==> config.mk <==
export PLATFORM = sky130hd
export DESIGN_NAME = pce_input_top
export DESIGN_NICKNAME = d
export VERILOG_FILES = /design/src/verilog/pce_pad_pkg.sv /design/src/verilog/pce_regs_pkg.sv /design/src/verilog/pce_cfg_regs.sv /design/src/verilog/pce_pad_scan.sv /design/src/verilog/pce_mouse_port.sv /design/src/verilog/pce_input_top.sv
export SDC_FILE = /design/constraint.sdc
export NUM_CORES = 1
export LEC_CHECK = 0
export ABC_AREA = 0
export BUFFER_PORTS_ARGS = -buffer_cell sky130_fd_sc_hd__buf_4
export CORE_MARGIN = 2
export CORE_UTILIZATION = 38
export DETAILED_ROUTE_END_ITERATION = 8
export GPL_TIMING_DRIVEN = 0
export PLACE_DENSITY = 0.69
export SLEW_MARGIN = 20
export SYNTH_ARGS = -nofsm -noshare
export SYNTH_HDL_FRONTEND = slang
export SYNTH_SLANG_ARGS = --single-unit
==> constraint.sdc <==
create_clock -name clk_sys -period 1.75 [get_ports clk_sys]
set_input_delay 0.175 -clock clk_sys [delete_from_list [all_inputs] [get_ports clk_sys]]
set_output_delay 0.175 -clock clk_sys [all_outputs]
set_load 0.05 [all_outputs]
==> src/verilog/pce_pad_pkg.sv <==
//////////////////////////////////////////////////
// PC Engine controller formats
// Host gamepad word layout, console port word and
// the widths shared by the pad scan and mouse port
//////////////////////////////////////////////////

package pce_pad_pkg;

	localparam int num_pads = 5;   // Host pad slots on the multitap
	localparam int pad_bits = 12;

	// Host pad word bit positions
	localparam int bit_right = 0;
	localparam int bit_left  = 1;
	localparam int bit_down  = 2;
	localparam int bit_up    = 3;
	localparam int bit_i     = 4;
	localparam int bit_ii    = 5;
	localparam int bit_sel   = 6;
	localparam int bit_run   = 7;
	localparam int bit_iii   = 8;   // III to VI in bits 8 to 11

	typedef logic [pad_bits-1:0] pad_word_t;
	typedef logic [15:0]         port_word_t;   // Four nibbles, active low
	typedef logic [3:0]          nibble_t;
	typedef logic [2:0]          port_idx_t;

	// Ports past the last pad read as nothing pressed
	localparam port_word_t empty_port_word = 16'h0FFF;

	localparam int mouse_to_bits_default = 15;

endpackage

==> src/verilog/pce_regs_pkg.sv <==
//////////////////////////////////////////////////
// Configuration register map
// AXI4-Lite widths, response codes, addresses and
// control field layout
//////////////////////////////////////////////////

package pce_regs_pkg;

	localparam int axi_addr_bits = 4;
	localparam int axi_data_bits = 32;
	localparam int axi_strb_bits = axi_data_bits / 8;

	// AXI response codes
	localparam logic [1:0] resp_okay   = 2'b00;
	localparam logic [1:0] resp_slverr = 2'b10;

	// Register addresses
	localparam logic [axi_addr_bits-1:0] reg_ctrl_addr = 4'h0;
	localparam logic [axi_addr_bits-1:0] reg_id_addr   = 4'h4;

	// Read-only identification value
	localparam logic [axi_data_bits-1:0] core_id = 32'h5043_4549;

	// Control register fields
	localparam int ctrl_bits         = 3;
	localparam int ctrl_multitap_bit = 0;
	localparam int ctrl_six_btn_bit  = 1;
	localparam int ctrl_mouse_bit    = 2;

endpackage

==> src/verilog/pce_cfg_regs.sv <==
//////////////////////////////////////////////////
// Controller configuration registers
// AXI4-Lite slave with one control register
// (multitap, six button, mouse) and an ID register.
// One write and one read in flight at a time.
//////////////////////////////////////////////////

`timescale 1ns/10ps

module pce_cfg_regs (
	input  logic                                    clk_sys,
	input  logic                                    reset,

	input  logic [pce_regs_pkg::axi_addr_bits-1:0]  awaddr,
	input  logic                                    awvalid,
	output logic                                    awready,
	input  logic [pce_regs_pkg::axi_data_bits-1:0]  wdata,
	input  logic [pce_regs_pkg::axi_strb_bits-1:0]  wstrb,
	input  logic                                    wvalid,
	output logic                                    wready,
	output logic [1:0]                              bresp,
	output logic                                    bvalid,
	input  logic                                    bready,
	input  logic [pce_regs_pkg::axi_addr_bits-1:0]  araddr,
	input  logic                                    arvalid,
	output logic                                    arready,
	output logic [pce_regs_pkg::axi_data_bits-1:0]  rdata,
	output logic [1:0]                              rresp,
	output logic                                    rvalid,
	input  logic                                    rready,

	output logic                                    multitap_en,
	output logic                                    six_btn_en,
	output logic                                    mouse_en
);

	logic [pce_regs_pkg::ctrl_bits-1:0]     ctrl;
	logic [pce_regs_pkg::axi_data_bits-1:0] rd_data;
	logic [1:0]                             rd_resp;
	logic                                   wr_hit;

	assign wr_hit = (awaddr == pce_regs_pkg::reg_ctrl_addr);

	//////////////////////////////////////////////////
	// Write channel

	// awready and wready pulse together, bvalid follows
	always_ff @(posedge clk_sys) begin
		if (reset) begin
			awready <= 1'b0;
			wready  <= 1'b0;
			bvalid  <= 1'b0;
			ctrl    <= '0;
		end else if (awready) begin
			awready <= 1'b0;   // Handshake completes this cycle
			wready  <= 1'b0;
			bvalid  <= 1'b1;
			if (wr_hit && wstrb[0])
				ctrl <= wdata[pce_regs_pkg::ctrl_bits-1:0];
		end else if (bvalid) begin
			if (bready)
				bvalid <= 1'b0;
		end else if (awvalid && wvalid) begin
			awready <= 1'b1;
			wready  <= 1'b1;
		end
	end

	always_ff @(posedge clk_sys) begin
		if (awready)
			bresp <= wr_hit ? pce_regs_pkg::resp_okay : pce_regs_pkg::resp_slverr;
	end

	//////////////////////////////////////////////////
	// Read channel

	// Address decode
	always_comb begin
		rd_data = '0;
		rd_resp = pce_regs_pkg::resp_okay;
		case (araddr)
			pce_regs_pkg::reg_ctrl_addr: rd_data[pce_regs_pkg::ctrl_bits-1:0] = ctrl;
			pce_regs_pkg::reg_id_addr:   rd_data = pce_regs_pkg::core_id;
			default:                     rd_resp = pce_regs_pkg::resp_slverr;
		endcase
	end

	always_ff @(posedge clk_sys) begin
		if (reset) begin
			arready <= 1'b0;
			rvalid  <= 1'b0;
		end else if (arvalid && arready) begin
			arready <= 1'b0;
			rvalid  <= 1'b1;
		end else if (rvalid) begin
			if (rready) begin
				rvalid  <= 1'b0;
				arready <= 1'b1;
			end
		end else begin
			arready <= 1'b1;   // Idle, ready for an address
		end
	end

	// Data held until rready
	always_ff @(posedge clk_sys) begin
		if (arvalid && arready) begin
			rdata <= rd_data;
			rresp <= rd_resp;
		end
	end

	assign multitap_en = ctrl[pce_regs_pkg::ctrl_multitap_bit];
	assign six_btn_en  = ctrl[pce_regs_pkg::ctrl_six_btn_bit];
	assign mouse_en    = ctrl[pce_regs_pkg::ctrl_mouse_bit];

endmodule

==> src/verilog/pce_pad_scan.sv <==
//////////////////////////////////////////////////
// Controller port scan
// Encodes host pads into console words, walks the
// multitap ports on CLR/SEL and latches the nibble
// for the console. Handles the six button bank.
//////////////////////////////////////////////////

`timescale 1ns/10ps

module pce_pad_scan (
	input  logic                     clk_sys,
	input  logic                     reset,
	input  pce_pad_pkg::pad_word_t   pad_0,
	input  pce_pad_pkg::pad_word_t   pad_1,
	input  pce_pad_pkg::pad_word_t   pad_2,
	input  pce_pad_pkg::pad_word_t   pad_3,
	input  pce_pad_pkg::pad_word_t   pad_4,
	input  logic [7:0]               mouse_byte,
	input  logic                     joy_clr,
	input  logic                     joy_sel,
	input  logic                     multitap_en,
	input  logic                     six_btn_en,
	input  logic                     mouse_en,
	output pce_pad_pkg::nibble_t     joy_in
);

	pce_pad_pkg::port_word_t port_data;
	pce_pad_pkg::port_idx_t  port_idx;
	pce_pad_pkg::nibble_t    joy_latch;
	logic                    bank;        // Set for buttons III to VI
	logic                    last_clr;
	logic                    last_sel;

	// Host pad word to active-low console word
	function automatic pce_pad_pkg::port_word_t encode_pad(
		input pce_pad_pkg::pad_word_t pad
	);
		encode_pad = ~{4'hF,
			pad[pce_pad_pkg::bit_iii +: 4],
			pad[pce_pad_pkg::bit_left], pad[pce_pad_pkg::bit_down],
			pad[pce_pad_pkg::bit_right], pad[pce_pad_pkg::bit_up],
			pad[pce_pad_pkg::bit_run], pad[pce_pad_pkg::bit_sel],
			pad[pce_pad_pkg::bit_ii], pad[pce_pad_pkg::bit_i]};
	endfunction

	// Word on the currently selected port
	always_comb begin
		case (port_idx)
			3'd0:    port_data = mouse_en ? {mouse_byte, mouse_byte} : encode_pad(pad_0);
			3'd1:    port_data = encode_pad(pad_1);
			3'd2:    port_data = encode_pad(pad_2);
			3'd3:    port_data = encode_pad(pad_3);
			3'd4:    port_data = encode_pad(pad_4);
			default: port_data = pce_pad_pkg::empty_port_word;
		endcase
	end

	//////////////////////////////////////////////////
	// Port walk and nibble latch

	always_ff @(posedge clk_sys) begin
		if (reset) begin
			port_idx  <= '0;
			joy_latch <= '0;
			bank      <= 1'b0;
			last_clr  <= 1'b0;
			last_sel  <= 1'b0;
		end else begin
			last_clr  <= joy_clr;
			last_sel  <= joy_sel;
			joy_latch <= port_data[{bank, joy_sel, 2'b00} +: 4];

			if (joy_clr) begin
				port_idx  <= '0;
				joy_latch <= '0;   // Console reads 0 during clear
				if (!last_clr)
					bank <= ~bank & six_btn_en;
			end else if (joy_sel && !last_sel && multitap_en) begin
				port_idx <= port_idx + 3'd1;   // Next multitap port
			end
		end
	end

	assign joy_in = joy_latch;

endmodule

==> src/verilog/pce_mouse_port.sv <==
//////////////////////////////////////////////////
// PC Engine mouse on port 0
// Latches host motion per packet and sends it as
// four nibbles, one per CLR pulse, with an idle
// timeout that restarts the sequence
//////////////////////////////////////////////////

`timescale 1ns/10ps

module pce_mouse_port #(
	parameter int mouse_to_bits = pce_pad_pkg::mouse_to_bits_default
) (
	input  logic       clk_sys,
	input  logic       reset,
	input  logic       joy_clr,
	input  logic [7:0] mouse_dx,
	input  logic [7:0] mouse_dy,
	input  logic [1:0] mouse_btn,   // Bit 0 left, bit 1 right
	input  logic       mouse_stb,   // Toggles per packet
	input  logic [1:0] run_sel,     // Run, Select from pad 0
	output logic [7:0] mouse_byte
);

	logic [1:0]               nib_cnt;
	logic [mouse_to_bits-1:0] idle_cnt;
	logic [7:0]               pend_x;
	logic [7:0]               pend_y;
	logic [7:0]               ms_x;
	logic [7:0]               ms_y;
	logic                     last_clr;
	logic                     last_stb;

	always_ff @(posedge clk_sys) begin
		if (reset) begin
			nib_cnt  <= 2'd3;
			idle_cnt <= '0;
			pend_x   <= '0;
			pend_y   <= '0;
			ms_x     <= '0;
			ms_y     <= '0;
			last_clr <= 1'b0;
			last_stb <= 1'b0;
		end else begin
			last_clr <= joy_clr;
			last_stb <= mouse_stb;

			// Idle timer runs only while CLR is low
			if (joy_clr)
				idle_cnt <= '0;
			else if (!(&idle_cnt))
				idle_cnt <= idle_cnt + 1'b1;

			if (&idle_cnt)
				nib_cnt <= 2'd3;

			if (joy_clr && !last_clr) begin
				nib_cnt <= nib_cnt + 2'd1;
				if (&nib_cnt) begin   // New frame, show pending motion
					ms_x   <= pend_x;
					ms_y   <= pend_y;
					pend_x <= '0;
					pend_y <= '0;
				end
			end

			if (mouse_stb ^ last_stb) begin
				pend_x <= 8'd0 - mouse_dx;
				pend_y <= 8'd0 - mouse_dy;
			end
		end
	end

	// Low nibble: Run, Select, left, right, all active low
	assign mouse_byte[3:0] = ~{run_sel, mouse_btn[0], mouse_btn[1]};

	always_comb begin
		case (nib_cnt)
			2'd0:    mouse_byte[7:4] = ms_x[7:4];
			2'd1:    mouse_byte[7:4] = ms_x[3:0];
			2'd2:    mouse_byte[7:4] = ms_y[7:4];
			default: mouse_byte[7:4] = ms_y[3:0];
		endcase
	end

endmodule

==> src/verilog/pce_input_top.sv <==
//////////////////////////////////////////////////
// PC Engine controller port unit
// Register block, pad scan and mouse port
//////////////////////////////////////////////////

`timescale 1ns/10ps

module pce_input_top #(
	parameter int mouse_to_bits = pce_pad_pkg::mouse_to_bits_default
) (
	input  logic                                    clk_sys,
	input  logic                                    reset,

	input  logic [pce_regs_pkg::axi_addr_bits-1:0]  awaddr,
	input  logic                                    awvalid,
	output logic                                    awready,
	input  logic [pce_regs_pkg::axi_data_bits-1:0]  wdata,
	input  logic [pce_regs_pkg::axi_strb_bits-1:0]  wstrb,
	input  logic                                    wvalid,
	output logic                                    wready,
	output logic [1:0]                              bresp,
	output logic                                    bvalid,
	input  logic                                    bready,
	input  logic [pce_regs_pkg::axi_addr_bits-1:0]  araddr,
	input  logic                                    arvalid,
	output logic                                    arready,
	output logic [pce_regs_pkg::axi_data_bits-1:0]  rdata,
	output logic [1:0]                              rresp,
	output logic                                    rvalid,
	input  logic                                    rready,

	input  pce_pad_pkg::pad_word_t                  pad_0,
	input  pce_pad_pkg::pad_word_t                  pad_1,
	input  pce_pad_pkg::pad_word_t                  pad_2,
	input  pce_pad_pkg::pad_word_t                  pad_3,
	input  pce_pad_pkg::pad_word_t                  pad_4,

	input  logic [7:0]                              mouse_dx,
	input  logic [7:0]                              mouse_dy,
	input  logic [1:0]                              mouse_btn,
	input  logic                                    mouse_stb,

	input  logic                                    joy_clr,
	input  logic                                    joy_sel,
	output pce_pad_pkg::nibble_t                    joy_in
);

	logic       multitap_en;
	logic       six_btn_en;
	logic       mouse_en;
	logic [7:0] mouse_byte;

	pce_cfg_regs cfg_regs_i (
		.clk_sys     (clk_sys),
		.reset       (reset),
		.awaddr      (awaddr),
		.awvalid     (awvalid),
		.awready     (awready),
		.wdata       (wdata),
		.wstrb       (wstrb),
		.wvalid      (wvalid),
		.wready      (wready),
		.bresp       (bresp),
		.bvalid      (bvalid),
		.bready      (bready),
		.araddr      (araddr),
		.arvalid     (arvalid),
		.arready     (arready),
		.rdata       (rdata),
		.rresp       (rresp),
		.rvalid      (rvalid),
		.rready      (rready),
		.multitap_en (multitap_en),
		.six_btn_en  (six_btn_en),
		.mouse_en    (mouse_en)
	);

	pce_pad_scan pad_scan_i (
		.clk_sys     (clk_sys),
		.reset       (reset),
		.pad_0       (pad_0),
		.pad_1       (pad_1),
		.pad_2       (pad_2),
		.pad_3       (pad_3),
		.pad_4       (pad_4),
		.mouse_byte  (mouse_byte),
		.joy_clr     (joy_clr),
		.joy_sel     (joy_sel),
		.multitap_en (multitap_en),
		.six_btn_en  (six_btn_en),
		.mouse_en    (mouse_en),
		.joy_in      (joy_in)
	);

	// Mouse buttons share the low nibble with pad 0 Run and Select
	pce_mouse_port #(
		.mouse_to_bits (mouse_to_bits)
	) mouse_port_i (
		.clk_sys    (clk_sys),
		.reset      (reset),
		.joy_clr    (joy_clr),
		.mouse_dx   (mouse_dx),
		.mouse_dy   (mouse_dy),
		.mouse_btn  (mouse_btn),
		.mouse_stb  (mouse_stb),
		.run_sel    ({pad_0[pce_pad_pkg::bit_run], pad_0[pce_pad_pkg::bit_sel]}),
		.mouse_byte (mouse_byte)
	);

endmodule

## Yosys cells after proc, flatten, opt, wreduce, memory -nomap -nowiden

Cells that the tools add are included.

| word-level totals | value |
|---|---|
| register bits after elaboration | 104 |
| bits of input ports | 132 |
| output and inout port bits | 45 |
| logic and storage cells | 95 |

| operators by class | value |
|---|---|
| add/subtract/negate cells | 5 |
| eq/ne operators | 8 |
| shift operators | 1 |
| mux-type cells | 22 |
| bitwise operators | 11 |
| reduce and logical (&&, ||, !) cells | 27 |

Operators with widths:

| operator | number |
|---|---|
| inverter 16 bit | 5 |
| case mux 16 bit (5 select lines) | 1 |
| two-way mux 8 bit | 4 |
| two-way mux 28 bit | 1 |
| two-way mux 16 bit | 1 |
| indexed part select 16 x 5 -> 4 bit | 1 |
| subtractor 1 x 8 -> 8 bit (first input constant) | 2 |
| adder 15 x 1 -> 15 bit (second input constant) | 1 |
| AND reduction 15 bit | 1 |
| case mux 4 bit (3 select lines) | 1 |
| AND reduction 2 bit | 5 |
| two-way mux 1 bit | 9 |
| logical NOT 4 bit | 2 |
| two-way mux 2 bit | 4 |
| OR reduction 2 bit | 4 |
| equality test 3 x 2 -> 1 bit (second input constant) | 2 |
| logical AND 1 bit | 6 |
| case mux 3 bit (2 select lines) | 1 |
| nonzero test 2 bit | 3 |
| equality test 4 x 3 -> 1 bit (second input constant) | 1 |
| inverter 4 bit | 1 |
| adder 3 x 1 -> 3 bit (second input constant) | 1 |
| equality test 3 x 1 -> 1 bit (second input constant) | 1 |
| equality test 3 bit (second input constant) | 1 |
| 12 further kinds | 15 |

## Longest topological paths before layout

| logic depth | value |
|---|---|
| word-level depth | 5 |
| gate-level depth with buffers | 9 |
| gate-level depth less buffers | 7 |

## Cells and area by module

A second synthesis with hierarchy kept.

| second synthesis, totals | value |
|---|---|
| cells, all modules | 514 |
| area total of the unflattened synthesis | 4267.8 sq um |

Modules (own cells, without submodules):

| module | instances | cells an instance | area an instance (sq um) | sequential area each (sq um) |
|---|---|---|---|---|
| pce_mouse_port | 1 | 279 | 2382.3 | 1021.0 |
| pce_pad_scan | 1 | 155 | 1104.8 | 200.2 |
| pce_cfg_regs | 1 | 80 | 780.7 | 340.3 |

## Worst setup path before layout

Ideal clock, no wire load.

| timing | value |
|---|---|
| path type | reg2reg |
| from | register pad_scan_i.port_idx[0] |
| to | register pad_scan_i.joy_latch[2] (netlist: pad_scan_i.joy_in[2]) |
| library setup time | 129 ps |
| data arrival time | 1632 ps |
| data required time | 1621 ps |
| slack | -11 ps |
| stages on the path, launching flop included | 9 |
| path buffers | 1 |
| period minus slack after synthesis | 1761 ps |
| cells stage by stage | dfxtp_1 > ha_1 > ha_1 > inv_1 > clkbuf_1 > o21a_1 > o21ai_0 > a311oi_1 > nor4_2 |

| between the ends | value |
|---|---|
| word-level cells in the longest chain between the ends | 3 |
| elaborated cells between the ends (all ways) | 7 |
| classes of those cells | eq/ne (4); shift (1); mux (1); reduce/logical (1) |

Ends and longest elaborated chain:

| item | line | source |
|---|---|---|
| start, declared | pce_pad_scan.sv:28 | `pce_pad_pkg::port_idx_t port_idx;` |
| start signal, assigned | pce_pad_scan.sv:79 | `port_idx <= port_idx + 3'd1;` |
| equality test 3 bit, or another cell as far along | pce_pad_scan.sv:48 | `case (port_idx)` |
| case mux 16 bit (5 select lines) (*) | pce_pad_scan.sv:48 |  |
| indexed part select 16 x 5 -> 4 bit (*) | pce_pad_scan.sv:71 | `joy_latch <= port_data[{bank, joy_sel, 2'b00} +: 4];` |
| end signal, assigned | pce_pad_scan.sv:71 |  |
| end, declared | pce_pad_scan.sv:29 | `pce_pad_pkg::nibble_t joy_latch;` |

Mark *: on every way between the ends. The rest lies on a longest branch, timed or not.
A chain may end at the register's enable or synchronous reset.

## Worst setup path in the final report

| timing | value |
|---|---|
| from | register pad_scan_i.port_idx[1] |
| to | register pad_scan_i.joy_latch[2] (netlist: pad_scan_i.joy_in[2]) |

Same word-level chain as after synthesis.

==> results.cfg <==
[detailed_routing]
drtIter0Drc = 278
dr.pass1.iters = 5
avgRoutedWirePerCell_um = 14.5
drc = 0
routed_wl_um = 11100
num_vias = 3900
viasPerCell = 5.06
postRouteAntennaNets = 0

[clock_network]
cts_root_buf = clkbuf_8
cts_tree = built
clock_sink_count = 74
cts_buffers = 9
path_clk_slew_ns = 0.08
clk_latency_ns = 0.36
clock_path_buffers = 2
htreeDepth = 3

[synth]
synth_area_um2 = 4030
synth-seq-cells = 74
netlist.area_leader.share_pct = 33.8
synthCells = 467
synth_top_cell_by_area = dfxtp_1
synth_mux_area_share_pct = 0.993
async_reset_ff_share_pct = 0
avgSynthCellArea_um2 = 8.64
netlist_top_cells_area = dfxtp_1 34%, buf_4 5.8%, nand2_1 5.6%
synth_top_family_by_area = simple AND/OR/NAND/NOR gates
synth_most_common_cell = dfxtp_1
netlist_top_cells_count = 68 x dfxtp_1, 60 x nand2_1, 46 x nor2_1
synthAdderAreaFrac_pct = 3.72
synth_cell_type_count = 74
yosys_warnings = 0
synth_top_flop_cell = dfxtp_1
ys_seq_area_share_pct = 38.2
synth_enable_flop_cells = 6
synth_xor_xnor_area_share_pct = 4.31
synth_compound_area_share_pct = 19.6
synth-simple-area-share_pct = 23.4

[timing]
hold_ws_ns = 0.0501
worst_slew_pin_slew_ns = 0.537
setup_ws_ns = 0.00446
fin_crit_ns = 1.75
fmax_mhz = 573
skew_ns = 0.0134
max_slew_margin_pct = 64.2
drv_slew = 0
hold_viol_final = 0
setup_viol = 0
finalCritPeriodShare_pct = 99.7
rsz0062_at_grt = yes

[pwr]
total_power_mw = 4.00
vdd_drop_max_v = 0.000417
p_leak_nw = 2.40
powerDensity_nw_per_um2 = 701

[grt]
grt-ovfl-total = 0
grtUsageTotal_pct = 19.3
grt_max_degree = 17
grt_pass1_wl_um = 17800
grt_pass1_vias = 3716
antenna_found_initial = 0

[critical_path]
crit_type = reg -> reg
slowest_stage = dfxtp_4
worstSetupEndpointType = register
cp-start-kind = register
crit_fanout = 4
worstRegToRegCells = 7
cp.arrival_ns = 2.01
cp_slowest_stage_delay_ns = 0.38
crit_required_ns = 2.02
crit_chain = inv_2, ha_4, clkinvlp_4, o32ai_4, nor4_4, o221a_1, nor4_2

[placement]
dp_hpwl_um = 8570
gp_congestion = 0.890
portBuffers = 123
pre_cts_slack_ns = -0.167

[floorplanning]
die-height_um = 107
start_util_pct = 39.1
die_area_um2 = 11500
num_io_pins = 177
die_w_um = 107
coreArea_um2 = 10300
placementRows = 37

[worst_hold_path]
holdPathStages = 3
hp-class = in -> reg

[final_layout]
drive_gt1_share_pct = 38.1
fillers = 919
fin_nets = 774
num_antenna_cells = 0
areaGrowthSynthToFinish_pct = 41.6

[outcome]
status = complete, no violations

[run]
cap_violations = 0
kinds of logic (layout without fill, tap and decap cells):
logic type | after synthesis | count (layout)
AND/OR/NAND/NOR | 174 | 174
AO/OA/AOI/OAI | 114 | 114
flip-flops | 74 | 74
buffers and inverters | 69 | 217
XOR/XNOR | 19 | 19
adder cells (fa/ha/maj) | 12 | 12
multiplexers | 4 | 4
other | 1 | 21
critical path, delay by kind of cell, from the launching register on:
family | cells | cell delay, ns
simple gates | 2 | 0.33
buf+inv | 2 | 0.24
fa+ha+maj | 1 | 0.19
compound gates | 2 | 0.52
flops | 1 | 0.38
flip-flops by register name, summed over array words and instances (netlist names):
signal                 count
mouse_port_i.idle_cnt     15
mouse_port_i.ms_x          8
mouse_port_i.ms_y          8
mouse_port_i.pend_x        8
mouse_port_i.pend_y        8
cfg_regs_i.rdata           4
pad_scan_i.joy_in          4
cfg_regs_i.ctrl            3
pad_scan_i.port_idx        3
mouse_port_i.nib_cnt       2
cfg_regs_i.arready         1
cfg_regs_i.awready         1
cfg_regs_i.bresp           1
cfg_regs_i.bvalid          1
cfg_regs_i.rresp           1
cfg_regs_i.rvalid          1
cfg_regs_i.wready          1
mouse_port_i.last_stb      1
pad_scan_i.bank            1
pad_scan_i.last_clr        1
pad_scan_i.last_sel        1
through the flow:
step	TNS, ns	area (um^2)	utilization (%)	cells
floorplan	0	4110	-	487
global placement	-0.223	5200	50.4	746
detailed placement	-0.283	5200	50.4	746
CTS	0	5540	53.6	767
global route	-0.176	5710	55.3	771
finish	0	5710	55.3	771
cell type report:
| type | instances | area, um^2 | area share (%) |
|---|---|---|---|
| timing repair buffer | 133 | 1000 | 17.6 |
| inverter | 22 | 96.3 | 1.69 |
| sequential | 74 | 1560 | 27.2 |
| clock buffer | 9 | 124 | 2.17 |
| tap | 136 | 170 | 2.98 |
| multi-input combinational | 344 | 2360 | 41.3 |
| buffer | 46 | 315 | 5.52 |
| clock inverter | 7 | 90.1 | 1.58 |
cells in the final DEF (no fill, tap or decap), types with 4 or more instances in the layout:
master / Yosys / routed
nor3_1: 9 / 9
ha_1: 12 / 6
mux2i_1: 4 / 4
inv_8: 0 / 4
inv_2: 1 / 4
clkbuf_1: 11 / 9
nor2_1: 46 / 46
a222oi_1: 4 / 4
nand3_1: 5 / 4
xor2_1: 8 / 8
nor4_1: 5 / 4
buf_4: 31 / 162
inv_1: 20 / 15
a31oi_1: 4 / 4
edfxtp_1: 6 / 6
a22oi_1: 14 / 14
xnor2_1: 10 / 10
nand2b_1: 8 / 8
conb_1: 1 / 21
clkbuf_8: 0 / 9
o21ai_0: 6 / 5
o22ai_1: 11 / 10
dfxtp_1: 68 / 63
a21oi_1: 32 / 31
o221ai_2: 0 / 4
nor3_2: 5 / 4
nand2_1: 60 / 60
ha_4: 0 / 4
path summary, 6_finish.rpt:
path	start	end	slack [ns]
worst max-delay path	pad_scan_i.port_idx[1]	pad_scan_i.joy_in[2]	0.004
worst max register to register	pad_scan_i.port_idx[1]	pad_scan_i.joy_in[2]	0.004
worst min register to register	mouse_port_i.pend_x[0]	mouse_port_i.ms_x[0]	0.46
worst min-delay path	wdata[1]	cfg_regs_i.ctrl[1]	0.05
repair_timing:
action	4_1_cts	5_1_grt
resized for setup	22	29
setup endpoints to repair	4	8
hold buffers	0	0
setup buffers	5	5
pin swaps	1	10
hold endpoints to repair	0	0
power breakdown:
group / internal (mW) / switching (mW) / total, mW
Sequential: 1.77 / 0.0470 / 1.82
Combinational: 0.326 / 0.439 / 0.765
Clock: 0.700 / 0.722 / 1.42
per-layer routing:
metal / up-vias / track usage, % / part of all wire, %
li1: 1956 / - / -
met1: 1770 / 23.0 / 41
met2: 163 / 33.9 / 49
met3: 11 / 5.05 / 8.0
met4: 0 / 6.31 / 1.2
met5: - / 0 / 0
(Power assumes the default switching activity.)
